## src/sd_readout_params.svh

```systemverilog
`ifndef SD_READOUT_PARAMS_SVH
`define SD_READOUT_PARAMS_SVH

// ==================================================
// Data path widths
// ==================================================

// DatIn and FIFO word width
`define SDR_WORD_W 16

// Host message and response lengths in bits
`define SDR_MSG_LEN 64
`define SDR_RESP_LEN 64

// ==================================================
// SD block layout
// ==================================================

// 512-byte block, 16 bits per word
`define SDR_BLOCK_WORDS 256

// CMD6 status word carrying the access mode
`define SDR_CMD6_WORD_IDX 8
`define SDR_CMD6_MODE_LSB 8    // Mode sits in bits 11:8

// ==================================================
// Readout FIFO
// ==================================================

`define SDR_FIFO_DEPTH 64      // Words

// Level where host ready goes high
`define SDR_READ_THRESH 32

`endif

```

## src/sd_readout_pkg.sv

```systemverilog
`default_nettype none

`include "sd_readout_params.svh"

package sd_readout_pkg;

    // ==================================================
    // Data words
    // ==================================================

    typedef logic [`SDR_WORD_W-1:0] sdr_word_t;

    // One word on its way from the SD side into the FIFO
    typedef struct packed {
        sdr_word_t word;
        logic      last;    // Final word of a 512-byte block
    } datin_beat_t;

    // Producer status seen by the host
    typedef struct packed {
        logic [3:0] access_mode;    // From CMD6 status word
        logic [7:0] block_count;    // Wraps at 256
    } sd_status_t;

    // ==================================================
    // Host messages
    // ==================================================

    // Every code has its top bit set, which marks the first nibble
    typedef enum logic [7:0] {
        msg_echo     = 8'h80,
        msg_ledset   = 8'h81,
        msg_sdstatus = 8'h82,
        msg_readout  = 8'h83,
        msg_nop      = 8'hff
    } msg_type_e;

    typedef struct packed {
        msg_type_e                msg_type;
        logic [`SDR_MSG_LEN-9:0]  arg;
    } msg_t;

    // Sent back most significant byte first
    typedef logic [`SDR_RESP_LEN-1:0] resp_t;

endpackage

`default_nettype wire

```

## src/datin_block_capture.sv

```systemverilog
`timescale 1ns/1ps
`default_nettype none

`include "sd_readout_params.svh"

module datin_block_capture
    import sd_readout_pkg::*;
(
    input  logic        sd_datInWrite_clk,
    input  logic        spi_rst_,

    // SD DatIn side
    input  logic        in_valid,
    input  sdr_word_t   in_data,
    output logic        in_ready,

    // Toward the readout FIFO
    output logic        out_valid,
    output datin_beat_t out_beat,
    input  logic        out_ready,

    output sd_status_t  status
);

    localparam int cnt_w = $clog2(`SDR_BLOCK_WORDS);

    logic [cnt_w-1:0] word_cnt;    // Position inside current block
    logic             last_word;
    logic             accept;

    // ==================================================
    // Handshake and forwarding
    // ==================================================

    // FIFO backpressure goes straight to the SD side
    assign in_ready  = out_ready;
    assign accept    = in_valid && out_ready;
    assign last_word = (word_cnt == cnt_w'(`SDR_BLOCK_WORDS - 1));

    assign out_valid     = in_valid;
    assign out_beat.word = in_data;
    assign out_beat.last = last_word;

    // ==================================================
    // Block counting and CMD6 capture
    // ==================================================

    always_ff @(posedge sd_datInWrite_clk or negedge spi_rst_) begin
        if (!spi_rst_) begin
            word_cnt <= '0;
            status   <= '0;
        end else if (accept) begin
            if (last_word) begin
                word_cnt           <= '0;
                status.block_count <= status.block_count + 8'd1;
            end else begin
                word_cnt <= word_cnt + cnt_w'(1);
            end

            // Access mode lives in one fixed word of every block
            if (word_cnt == cnt_w'(`SDR_CMD6_WORD_IDX)) begin
                status.access_mode <= in_data[`SDR_CMD6_MODE_LSB +: 4];
            end
        end
    end

endmodule

`default_nettype wire

```

## src/qspi_cmd_engine.sv

```systemverilog
`timescale 1ns/1ps
`default_nettype none

`include "sd_readout_params.svh"

module qspi_cmd_engine
    import sd_readout_pkg::*;
(
    input  logic                                sd_datInWrite_clk,
    input  logic                                spi_rst_,

    // Host lines
    input  logic [3:0]                          spi_d_in,
    output logic [7:0]                          spi_d_out,
    output logic                                spi_d_oe,
    output logic                                spi_d_ready,
    output logic [3:0]                          led,

    // Producer status
    input  sd_status_t                          status,

    // Readout FIFO
    input  logic [$clog2(`SDR_FIFO_DEPTH+1)-1:0] fifo_level,
    input  datin_beat_t                         fifo_data,
    output logic                                fifo_trigger
);

    typedef enum logic [2:0] {
        st_idle,
        st_msg_in,
        st_decode,
        st_resp_out,
        st_rd_high,
        st_rd_low
    } state_e;

    localparam int nib_count  = `SDR_MSG_LEN / 4;     // Four lines in
    localparam int byte_count = `SDR_RESP_LEN / 8;    // Eight lines out
    localparam int cnt_w      = $clog2(nib_count);

    state_e           state;
    logic [cnt_w-1:0] cnt;         // Nibbles or bytes still to go
    msg_t             msg;
    resp_t            resp;
    resp_t            resp_next;
    logic [8:0]       rd_left;     // Readout words remaining
    logic [7:0]       low_byte;

    // ==================================================
    // Host outputs
    // ==================================================

    assign fifo_trigger = (state == st_rd_high) && (fifo_level != '0);

    // Readout stays quiet while the FIFO is empty
    assign spi_d_oe = (state == st_resp_out) || fifo_trigger || (state == st_rd_low);

    always_comb begin
        case (state)
            st_rd_high: spi_d_out = fifo_data.word[15:8];
            st_rd_low:  spi_d_out = low_byte;
            default:    spi_d_out = resp[`SDR_RESP_LEN-1 -: 8];
        endcase
    end

    // Response word for the message just received
    always_comb begin
        resp_next = '0;
        case (msg.msg_type)
            msg_echo: resp_next = {msg.arg, 8'h00};
            msg_sdstatus: begin
                resp_next[`SDR_RESP_LEN-1 -: 20] = {status.access_mode,
                                                    status.block_count,
                                                    8'(fifo_level)};
            end
            default: resp_next = '0;    // LEDSet, Nop, unknown
        endcase
    end

    // ==================================================
    // Control FSM
    // ==================================================

    always_ff @(posedge sd_datInWrite_clk or negedge spi_rst_) begin
        if (!spi_rst_) begin
            state       <= st_idle;
            cnt         <= '0;
            rd_left     <= '0;
            led         <= '0;
            spi_d_ready <= 1'b0;
        end else begin
            spi_d_ready <= (fifo_level >= `SDR_READ_THRESH);

            case (state)
                st_idle: begin
                    // Top bit of the type code opens a message
                    if (spi_d_in[3]) begin
                        cnt   <= cnt_w'(nib_count - 2);
                        state <= st_msg_in;
                    end
                end

                st_msg_in: begin
                    if (cnt == '0) begin
                        state <= st_decode;
                    end else begin
                        cnt <= cnt - cnt_w'(1);
                    end
                end

                st_decode: begin
                    cnt   <= cnt_w'(byte_count - 1);
                    state <= st_resp_out;
                    case (msg.msg_type)
                        msg_ledset: led <= msg.arg[3:0];
                        msg_readout: begin
                            rd_left <= msg.arg[8:0];
                            state   <= (msg.arg[8:0] == '0) ? st_idle : st_rd_high;
                        end
                        default: ;
                    endcase
                end

                st_resp_out: begin
                    if (cnt == '0) begin
                        state <= st_idle;
                    end else begin
                        cnt <= cnt - cnt_w'(1);
                    end
                end

                st_rd_high: begin
                    if (fifo_trigger) state <= st_rd_low;    // Else wait for data
                end

                st_rd_low: begin
                    rd_left <= rd_left - 9'd1;
                    state   <= (rd_left == 9'd1) ? st_idle : st_rd_high;
                end

                default: state <= st_idle;
            endcase
        end
    end

    // ==================================================
    // Shift registers
    // ==================================================

    always_ff @(posedge sd_datInWrite_clk) begin
        // High nibble first
        if (state == st_idle || state == st_msg_in) begin
            msg <= msg_t'({msg[`SDR_MSG_LEN-5:0], spi_d_in});
        end

        if (state == st_decode) begin
            resp <= resp_next;
        end else if (state == st_resp_out) begin
            resp <= resp << 8;
        end

        if (fifo_trigger) begin
            low_byte <= fifo_data.word[7:0];    // Popped word's second half
        end
    end

endmodule

`default_nettype wire

```

## src/readout_fifo.sv

```systemverilog
`timescale 1ns/1ps
`default_nettype none

module readout_fifo #(
    parameter type payload_t = logic [15:0],
    parameter int  depth     = 16
) (
    input  logic                       sd_datInWrite_clk,
    input  logic                       spi_rst_,

    // Write port
    input  logic                       w_valid,
    input  payload_t                   w_data,
    output logic                       w_ready,

    // Read port with first-word fall-through
    input  logic                       r_trigger,
    output payload_t                   r_data,
    output logic [$clog2(depth+1)-1:0] level
);

    localparam int ptr_w = (depth > 1) ? $clog2(depth) : 1;
    localparam int lvl_w = $clog2(depth + 1);

    payload_t   mem [depth];
    logic [ptr_w-1:0] wr_ptr;
    logic [ptr_w-1:0] rd_ptr;
    logic       do_write;
    logic       do_read;

    assign w_ready  = (level != lvl_w'(depth));
    assign do_write = w_valid && w_ready;
    assign do_read  = r_trigger && (level != '0);    // Empty pops are dropped
    assign r_data   = mem[rd_ptr];

    // Storage
    always_ff @(posedge sd_datInWrite_clk) begin
        if (do_write) begin
            mem[wr_ptr] <= w_data;
        end
    end

    // ==================================================
    // Pointers and occupancy
    // ==================================================

    always_ff @(posedge sd_datInWrite_clk or negedge spi_rst_) begin
        if (!spi_rst_) begin
            wr_ptr <= '0;
            rd_ptr <= '0;
            level  <= '0;
        end else begin
            if (do_write) begin
                wr_ptr <= (wr_ptr == ptr_w'(depth - 1)) ? '0 : wr_ptr + ptr_w'(1);
            end
            if (do_read) begin
                rd_ptr <= (rd_ptr == ptr_w'(depth - 1)) ? '0 : rd_ptr + ptr_w'(1);
            end

            case ({do_write, do_read})
                2'b10:   level <= level + lvl_w'(1);
                2'b01:   level <= level - lvl_w'(1);
                default: level <= level;    // Both or neither
            endcase
        end
    end

endmodule

`default_nettype wire

```

## src/sd_readout_top.sv

```systemverilog
`timescale 1ns/1ps
`default_nettype none

`include "sd_readout_params.svh"

module sd_readout_top
    import sd_readout_pkg::*;
(
    input  logic        sd_datInWrite_clk,
    input  logic        spi_rst_,

    // SD DatIn stream
    input  logic        sd_datin_trigger,
    input  sdr_word_t   sd_datin_data,
    output logic        sd_datin_ready,

    // Host port
    input  logic [3:0]  spi_d_in,
    output logic [7:0]  spi_d_out,
    output logic        spi_d_oe,
    output logic        spi_d_ready,
    output logic [3:0]  led
);

    datin_beat_t fifo_w_beat;
    logic        fifo_w_valid;
    logic        fifo_w_ready;
    datin_beat_t fifo_r_data;
    logic        fifo_r_trigger;
    logic [$clog2(`SDR_FIFO_DEPTH+1)-1:0] fifo_level;
    sd_status_t  sd_status;

    // ==================================================
    // Producer, buffer, consumer
    // ==================================================

    datin_block_capture u_capture (
        .sd_datInWrite_clk (sd_datInWrite_clk),
        .spi_rst_          (spi_rst_),
        .in_valid          (sd_datin_trigger),
        .in_data           (sd_datin_data),
        .in_ready          (sd_datin_ready),
        .out_valid         (fifo_w_valid),
        .out_beat          (fifo_w_beat),
        .out_ready         (fifo_w_ready),
        .status            (sd_status)
    );

    readout_fifo #(
        .payload_t (datin_beat_t),
        .depth     (`SDR_FIFO_DEPTH)
    ) u_fifo (
        .sd_datInWrite_clk (sd_datInWrite_clk),
        .spi_rst_          (spi_rst_),
        .w_valid           (fifo_w_valid),
        .w_data            (fifo_w_beat),
        .w_ready           (fifo_w_ready),
        .r_trigger         (fifo_r_trigger),
        .r_data            (fifo_r_data),
        .level             (fifo_level)
    );

    qspi_cmd_engine u_engine (
        .sd_datInWrite_clk (sd_datInWrite_clk),
        .spi_rst_          (spi_rst_),
        .spi_d_in          (spi_d_in),
        .spi_d_out         (spi_d_out),
        .spi_d_oe          (spi_d_oe),
        .spi_d_ready       (spi_d_ready),
        .led               (led),
        .status            (sd_status),
        .fifo_level        (fifo_level),
        .fifo_data         (fifo_r_data),
        .fifo_trigger      (fifo_r_trigger)
    );

endmodule

`default_nettype wire
```

## config.mk

```make
export PLATFORM = sky130hd
export DESIGN_NAME = sd_readout_top
export DESIGN_NICKNAME = d
export VERILOG_FILES = /design/src/sd_readout_pkg.sv /design/src/datin_block_capture.sv /design/src/qspi_cmd_engine.sv /design/src/readout_fifo.sv /design/src/sd_readout_top.sv
export VERILOG_INCLUDE_DIRS = /design/src /design/src/src
export SDC_FILE = /design/constraint.sdc
export NUM_CORES = 1
export LEC_CHECK = 0
export BUFFER_PORTS_ARGS = -buffer_cell sky130_fd_sc_hd__buf_2
export CAP_MARGIN = 20
export CORE_UTILIZATION = 55
export CTS_CLUSTER_DIAMETER = 120
export CTS_CLUSTER_SIZE = 20
export DETAILED_ROUTE_END_ITERATION = 8
export GPL_TIMING_DRIVEN = 0
export HOLD_SLACK_MARGIN = 0.08
export MAX_ROUTING_LAYER = met4
export PLACE_DENSITY_LB_ADDON = 0.12
export SLEW_MARGIN = 40
export SYNTH_ARGS = -nofsm -noshare
export SYNTH_HDL_FRONTEND = slang
export SYNTH_SLANG_ARGS = --single-unit
export TNS_END_PERCENT = 30
```

## constraint.sdc

```tcl
create_clock -name sd_datInWrite_clk -period 12.05 [get_ports sd_datInWrite_clk]
set_input_delay 1.205 -clock sd_datInWrite_clk [delete_from_list [all_inputs] [get_ports sd_datInWrite_clk]]
set_output_delay 1.205 -clock sd_datInWrite_clk [all_outputs]
set_load 0.01 [all_outputs]
```

-- Word-level counts from Yosys, hierarchy flattened
Memories as Yosys holds them, arrays and structs flattened.
Index checks and enable logic that the tools add are counted.
- register bits after elaboration: 196
- bits in latches: 0
- bits in writable memories: 1088
- bits in read-only memories: 0
- input bits: 23
- output and inout port bits: 15
- word-level logic and storage cells: 93
- memories: 1
- memory list (name ; depth ; width ; read ports ; clocked after memory_dff ; write ports ; RTL line ; source):
    u_fifo.mem ; 64 ; 17 ; 1 ; 0 ; 1 ; readout_fifo.sv:25 ; payload_t mem [depth];
- add/subtract/negate cells: 8
- multiply operators: 0
- div/mod/pow operators: 0
- $lt $le $gt $ge: 1
- equality and inequality tests: 23
- shift operators: 0
- muxes and demuxes: 24
- bitwise logic cells: 0
- reduce and logical (&&, ||, !) cells: 21
- operators with widths (cell ; number):
    $mux 64 ; 2
    $mux 44 ; 1
    $eq 8x8->1 const B ; 5
    $pmux 20 s2 ; 1
    $mux 3 ; 7
    $pmux 3 s6 ; 1
    $pmux 9 s2 ; 1
    $add 8x1->8 const B ; 2
    $pmux 8 s2 ; 1
    $pmux 7 s2 ; 1
    $add 6x1->6 const B ; 2
    $eq 6x6->1 const B ; 2
    $mux 6 ; 2
    $pmux 4 s3 ; 1
    $eq 9x1->1 const B ; 1
    $logic_not 9->1 ; 1
    $mux 9 ; 1
    $sub 9x1->9 const B ; 1
    $eq 8x4->1 const B ; 1
    $mux 4 ; 2
    $mux 8 ; 1
    $ne 2x2->1 const B ; 4
    $reduce_and 2->1 ; 4
    $add 7x1->7 const B ; 1
    21 further kinds ; 31

-- Depth between registers and ports, before layout
- word-level depth: 5
- depth in mapped cells: 14
- mapped depth without buffers: 13

-- Modules after synthesis
A second synthesis with hierarchy kept.
- cells, all modules: 2453
- area, all modules: 49915.4 µm²
- by module, submodules not included (module ; instances ; cells each ; area an instance (µm²) ; sequential area each (µm²)):
    readout_fifo ; 1 ; 1953 ; 42842.3 ; 33146.8
    qspi_cmd_engine ; 1 ; 400 ; 5958.2 ; 4369.2
    datin_block_capture ; 1 ; 100 ; 1114.8 ; 500.5

-- Least setup slack after synthesis
OpenSTA, ideal clock, no wires.
- path type: register to output
- start: register u_engine.state[2]
- end: output spi_d_oe
- data arrival time: 3.601 ns
- data required time: 10.845 ns
- slack: 7.244 ns
- cell stages (with the launch flop): 5
- buffers on the path: 1
- cells stage by stage: dfrtp_1 -> clkbuf_1 -> nor2b_1 -> o21ai_0 -> o21ai_0
- word-level cells in the longest chain between the ends: 4
- elaborated cells on any way between the ends: 6
- those cells by class: eq/ne: 3; reduce/logical: 3
- RTL lines (element ; RTL line ; source):
    start, declared ; qspi_cmd_engine.sv:41 ; state_e state;
    start signal, assigned ; qspi_cmd_engine.sv:86 ; state <= st_idle;
    start signal, assigned ; qspi_cmd_engine.sv:99 ; state <= st_msg_in;
    start signal, assigned ; qspi_cmd_engine.sv:105 ; state <= st_decode;
    $eq 3x3->1 ; qspi_cmd_engine.sv:53 ; assign fifo_trigger = (state == st_rd_high) && (fifo_level != '0);
    $logic_and 1x1->1 ; qspi_cmd_engine.sv:53 ;
    $logic_or 1x1->1 ; qspi_cmd_engine.sv:56 ; assign spi_d_oe = (state == st_resp_out) || fifo_trigger || (state == st_rd_low);
    $logic_or 1x1->1 * ; qspi_cmd_engine.sv:56 ;
    end, declared ; sd_readout_top.sv:20 ; output logic spi_d_oe,
Mark *: on every way between the ends. The rest lies on a longest branch, timed or not.

-- Worst setup path after layout
- start: register u_fifo.rd_ptr[1]
- end: output spi_d_out[5]
- word-level cells in the longest chain between the ends: 2
- RTL lines (element ; RTL line ; source):
    start, declared ; readout_fifo.sv:27 ; logic [ptr_w-1:0] rd_ptr;
    start signal, assigned ; readout_fifo.sv:57 ; rd_ptr <= (rd_ptr == ptr_w'(depth - 1)) ? '0 : rd_ptr + ptr_w'(1);
    $mem_v2 64x17 ; n/a ;
    $pmux 8 s2 ; qspi_cmd_engine.sv:59 ; case (state)
    end, declared ; sd_readout_top.sv:19 ; output logic [7:0] spi_d_out,
No other way between the ends.

==> metrics.log <==
[metrics] status: finished clean
[metrics] top-count cell post-synth: edfxtp_1
[metrics] Setup Skew: between 0.02 and 0.03 ns
[metrics] wirelength, routed: 128 mm
[metrics] flip-flop and latch count after synthesis: approximately 1200
[metrics] Synth Net Count: about 2400
[metrics] global placement routability congestion: 0.992
[metrics] floorplan row count: roughly 110
[metrics] leftover overflow at the end of global routing: 0
[metrics] number of global-route vias before repair: approximately 24000
[metrics] worst setup margin: 6.07 ns
[metrics] asr flop ratio synth: under 10%
[metrics] buffer depth of the longest clock path: 3
[metrics] count of final max-slew check failures: 0
[metrics] Critical Path Source: u_fifo.rd_ptr[1]
[metrics] type of origin of the critical path: flip-flop
[metrics] worst hold endpoint: u_engine.msg[25]
[metrics] antenna viol nets, final: 0
[metrics] class of the most critical hold timing path: flip-flop to flip-flop
[metrics] critical path class: flip-flop to output port
[metrics] setup total negative slack: 0 ns
[metrics] H-Tree Level Count: 3
[metrics] capturing element type of the critical path: output port
[metrics] first drt pass iteration count: 8
[metrics] sum of net half-perimeters after detailed placement: approximately 90 mm
[metrics] leakage power figure: around 16 nW
[metrics] die outline area: between 80000 and 90000 µm²
[metrics] starting density of the core: 55.9%
[metrics] fillcell total: ~5800
[metrics] fmax: roughly 170 MHz
[metrics] most area-hungry cell type in the Yosys netlist: edfxtp_1
[metrics] netlist area before placement: between 40000 and 50000 µm²
[metrics] height of the die: slightly below 300 µm
[metrics] TritonCTS Sinks: around 1200
[metrics] root cell of the clock tree: clkbuf_16
[metrics] instance count along the most critical hold path: 0
[metrics] required time of the worst setup path: between 10 and 15 ns
[metrics] count of endpoints failing setup in the final report: 0
[metrics] drt initial violations: between 3000 and 4000
[metrics] wire length of the first global-routing pass: between 150 and 200 mm
[metrics] clock tree from TritonCTS: yes
[metrics] beginning of the worst register-to-register path: u_fifo.rd_ptr[1]
[metrics] count of cells along the worst register-to-register path: 9
[metrics] number of buffers added by the clock tree synthesis step: 70
[metrics] Main synth FF type: edfxtp_1
[metrics] number of synthesized flops with an enable pin: 1152
[metrics] area of the core: approximately 84000 µm²
[metrics] setup repair after global routing missed its margin: false
[metrics] global-route usage over all layers: 31.3%
[metrics] IR Drop Worst-Case VDD: approximately 0.00011 V
[metrics] slack of the worst reg-to-reg path: between 8 and 9 ns
[metrics] count of mapped cells out of synthesis: 2340
[metrics] ranking of synthesized cells by area: edfxtp_1, mux4_2, dfrtp_1
[metrics] number of buffers inserted for hold repair after clock tree synthesis: 0
[metrics] Hold Startpoint: u_engine.msg[21]
[metrics] antenna violations before repair: 7
[metrics] power density cells: 162 nW/µm²
[metrics] Max FO, Critical Path: 10
[metrics] clock transition time at the flip-flop clock pins of the worst setup and hold paths: ~0.090 ns
[metrics] buffers inserted during post-CTS setup optimization: 0
[metrics] I/O Buffers: 37
[metrics] register area share after synthesis: about three quarters
[metrics] clk_lat worst skew: around 0.65 ns
[metrics] count of yosys warnings during synthesis: 0
[metrics] pre-CTS setup slack: roughly 7.0 ns
[metrics] Final Hold Vio Count: 0
[metrics] share of the clock period used by the worst path after layout: 49.6%
[metrics] average wire length per cell after detail routing: about 35 µm
[metrics] Synth cell types: 67
[metrics] die outline width: roughly 300 µm
[metrics] growth of design area from synthesis to finish: 11.7%
[metrics] relative slew slack: approximately two fifths
[metrics] terminus of the critical flop-to-flop path: u_engine.low_byte[3]
[metrics] power after layout: about 8.5 mW
[metrics] top post-synthesis cells by count: edfxtp_1, mux4_2, nor2_1
[metrics] average vias per placed instance: between 6 and 7
[metrics] post-synthesis area per instance: roughly 20 µm²
[metrics] Top Ports: 38
[metrics] share of the synthesized area in the top cell type: about three quarters
[metrics] count of maximum capacitance violations: 0
[metrics] maximum number of pins on one net before global-route repair: 66
[metrics] Vias: 24611
[metrics] share of post-route cells with drive strength above 1: 24.3%
[metrics] actual transition at the worst max-transition pin: between 0.8 and 0.9 ns
[metrics] post-layout minimum cycle time: 5.98 ns
[metrics] Gates resized, CTS repair: 0
[metrics] DRC: 0
[metrics] # nets final: 2556
[metrics] arrival time of the worst setup path: ~4.8 ns
==> kinds of logic (layout without fill, tap and decap cells) <==
group | count (synthesis) | count (layout) | share of synthesized area (%)
xor+xnor | 25 | 25 | 0.465
simple gates | 349 | 349 | 3.50
buf+inv | 156 | 370 | 1.52
compound gates | 255 | 255 | 3.85
flops | 1212 | 1212 | 76.6
mux | 327 | 327 | 13.6
fa+ha+maj | 16 | 16 | 0.441
other cells | 0 | 4 | 0
==> cell type report <==
| type | instances | area [µm²] | share of cell area, % |
|---|---|---|---|
| Clock inverter | 4 | 42.5 | 0.0808 |
| Antenna cell | 4 | 10.0 | 0.0190 |
| Multi-Input combinational cell | 972 | 10800 | 20.6 |
| Sequential cell | 1212 | 36100 | 68.6 |
| Inverter | 39 | 151 | 0.288 |
| Timing Repair Buffer | 105 | 1510 | 2.87 |
| Tap cell | 1134 | 1420 | 2.70 |
| Buffer | 117 | 593 | 1.13 |
| Clock buffer | 105 | 1970 | 3.74 |
==> critical path, stage by stage, from the launching register on <==
cell	delay [ns]
dfrtp_1	0.37
buf_2	0.37
buf_2	0.34
buf_2	0.56
buf_2	0.57
buf_4	0.36
mux2i_1	0.53
o21ai_0	0.31
nand2_1	0.14
nand4_1	0.28
buf_2	0.26
==> flip-flops by register name, indices dropped and copies added, names as in the netlist, 7 cells and up <==
register,flops
u_capture.status,12
u_fifo.level,7
u_engine.resp,56
u_engine.rd_left,9
u_engine.msg,64
u_engine.low_byte,8
u_fifo.mem,1024
u_capture.word_cnt,8
==> power by group <==
| group | switching (mW) | internal, mW |
|---|---|---|
| Combinational | 0.609 | 0.318 |
| Sequential | 0.160 | 4.97 |
| Clock | 1.31 | 1.14 |
==> placed cells by master (no fill, tap or decap), types with 27 or more instances in the layout <==
cell / synthesis / routed
buf_4: 18 / 36
mux2i_1: 61 / 61
inv_1: 36 / 35
clkbuf_1: 43 / 64
mux4_2: 249 / 249
clkbuf_16: 0 / 74
dfrtp_1: 60 / 60
a22o_1: 32 / 32
a22oi_1: 36 / 36
a21oi_1: 37 / 37
edfxtp_1: 1152 / 1152
nand3_1: 30 / 27
buf_2: 42 / 72
nor2_1: 127 / 58
nor2_4: 0 / 66
buf_8: 0 / 42
nand2_1: 95 / 94
o21ai_0: 41 / 40
==> how the worst max path moves through the flow <==
stage	depth (start not counted)	end
2_1_floorplan	4	spi_d_oe
3_3_place_gp	6	u_engine.resp[36]
3_5_place_dp	10	spi_d_out[5]
4_1_cts	10	spi_d_out[5]
5_1_grt	10	spi_d_out[5]
6_report	10	spi_d_out[5]
==> per-stage QoR <==
step | utilization [%] | cell area (µm²) | cells | hold slack, ns
2_1_floorplan | - | 47100 | 2340 | 0.427
3_3_place_gp | 57.8 | 48700 | 3511 | 0.431
3_5_place_dp | 60.1 | 50600 | 3579 | 0.436
4_1_cts | 62.5 | 52600 | 3688 | 0.456
5_1_grt | 62.5 | 52600 | 3691 | 0.459
6_report | 62.5 | 52600 | 3692 | 0.453
==> routing by layer <==
layer / GRT usage [%] / routed length [µm] / part of all wire, % / up-vias
met3: 5.93 / 13500 / 11 / 219
met5: - / 0 / 0 / -
li1: - / - / - / 9957
met4: 9.90 / 4630 / 3.6 / 0
met1: 44.4 / 50200 / 39 / 13034
met2: 46.5 / 59700 / 47 / 1401
No activity file was read; power rests on OpenSTA's default activity.
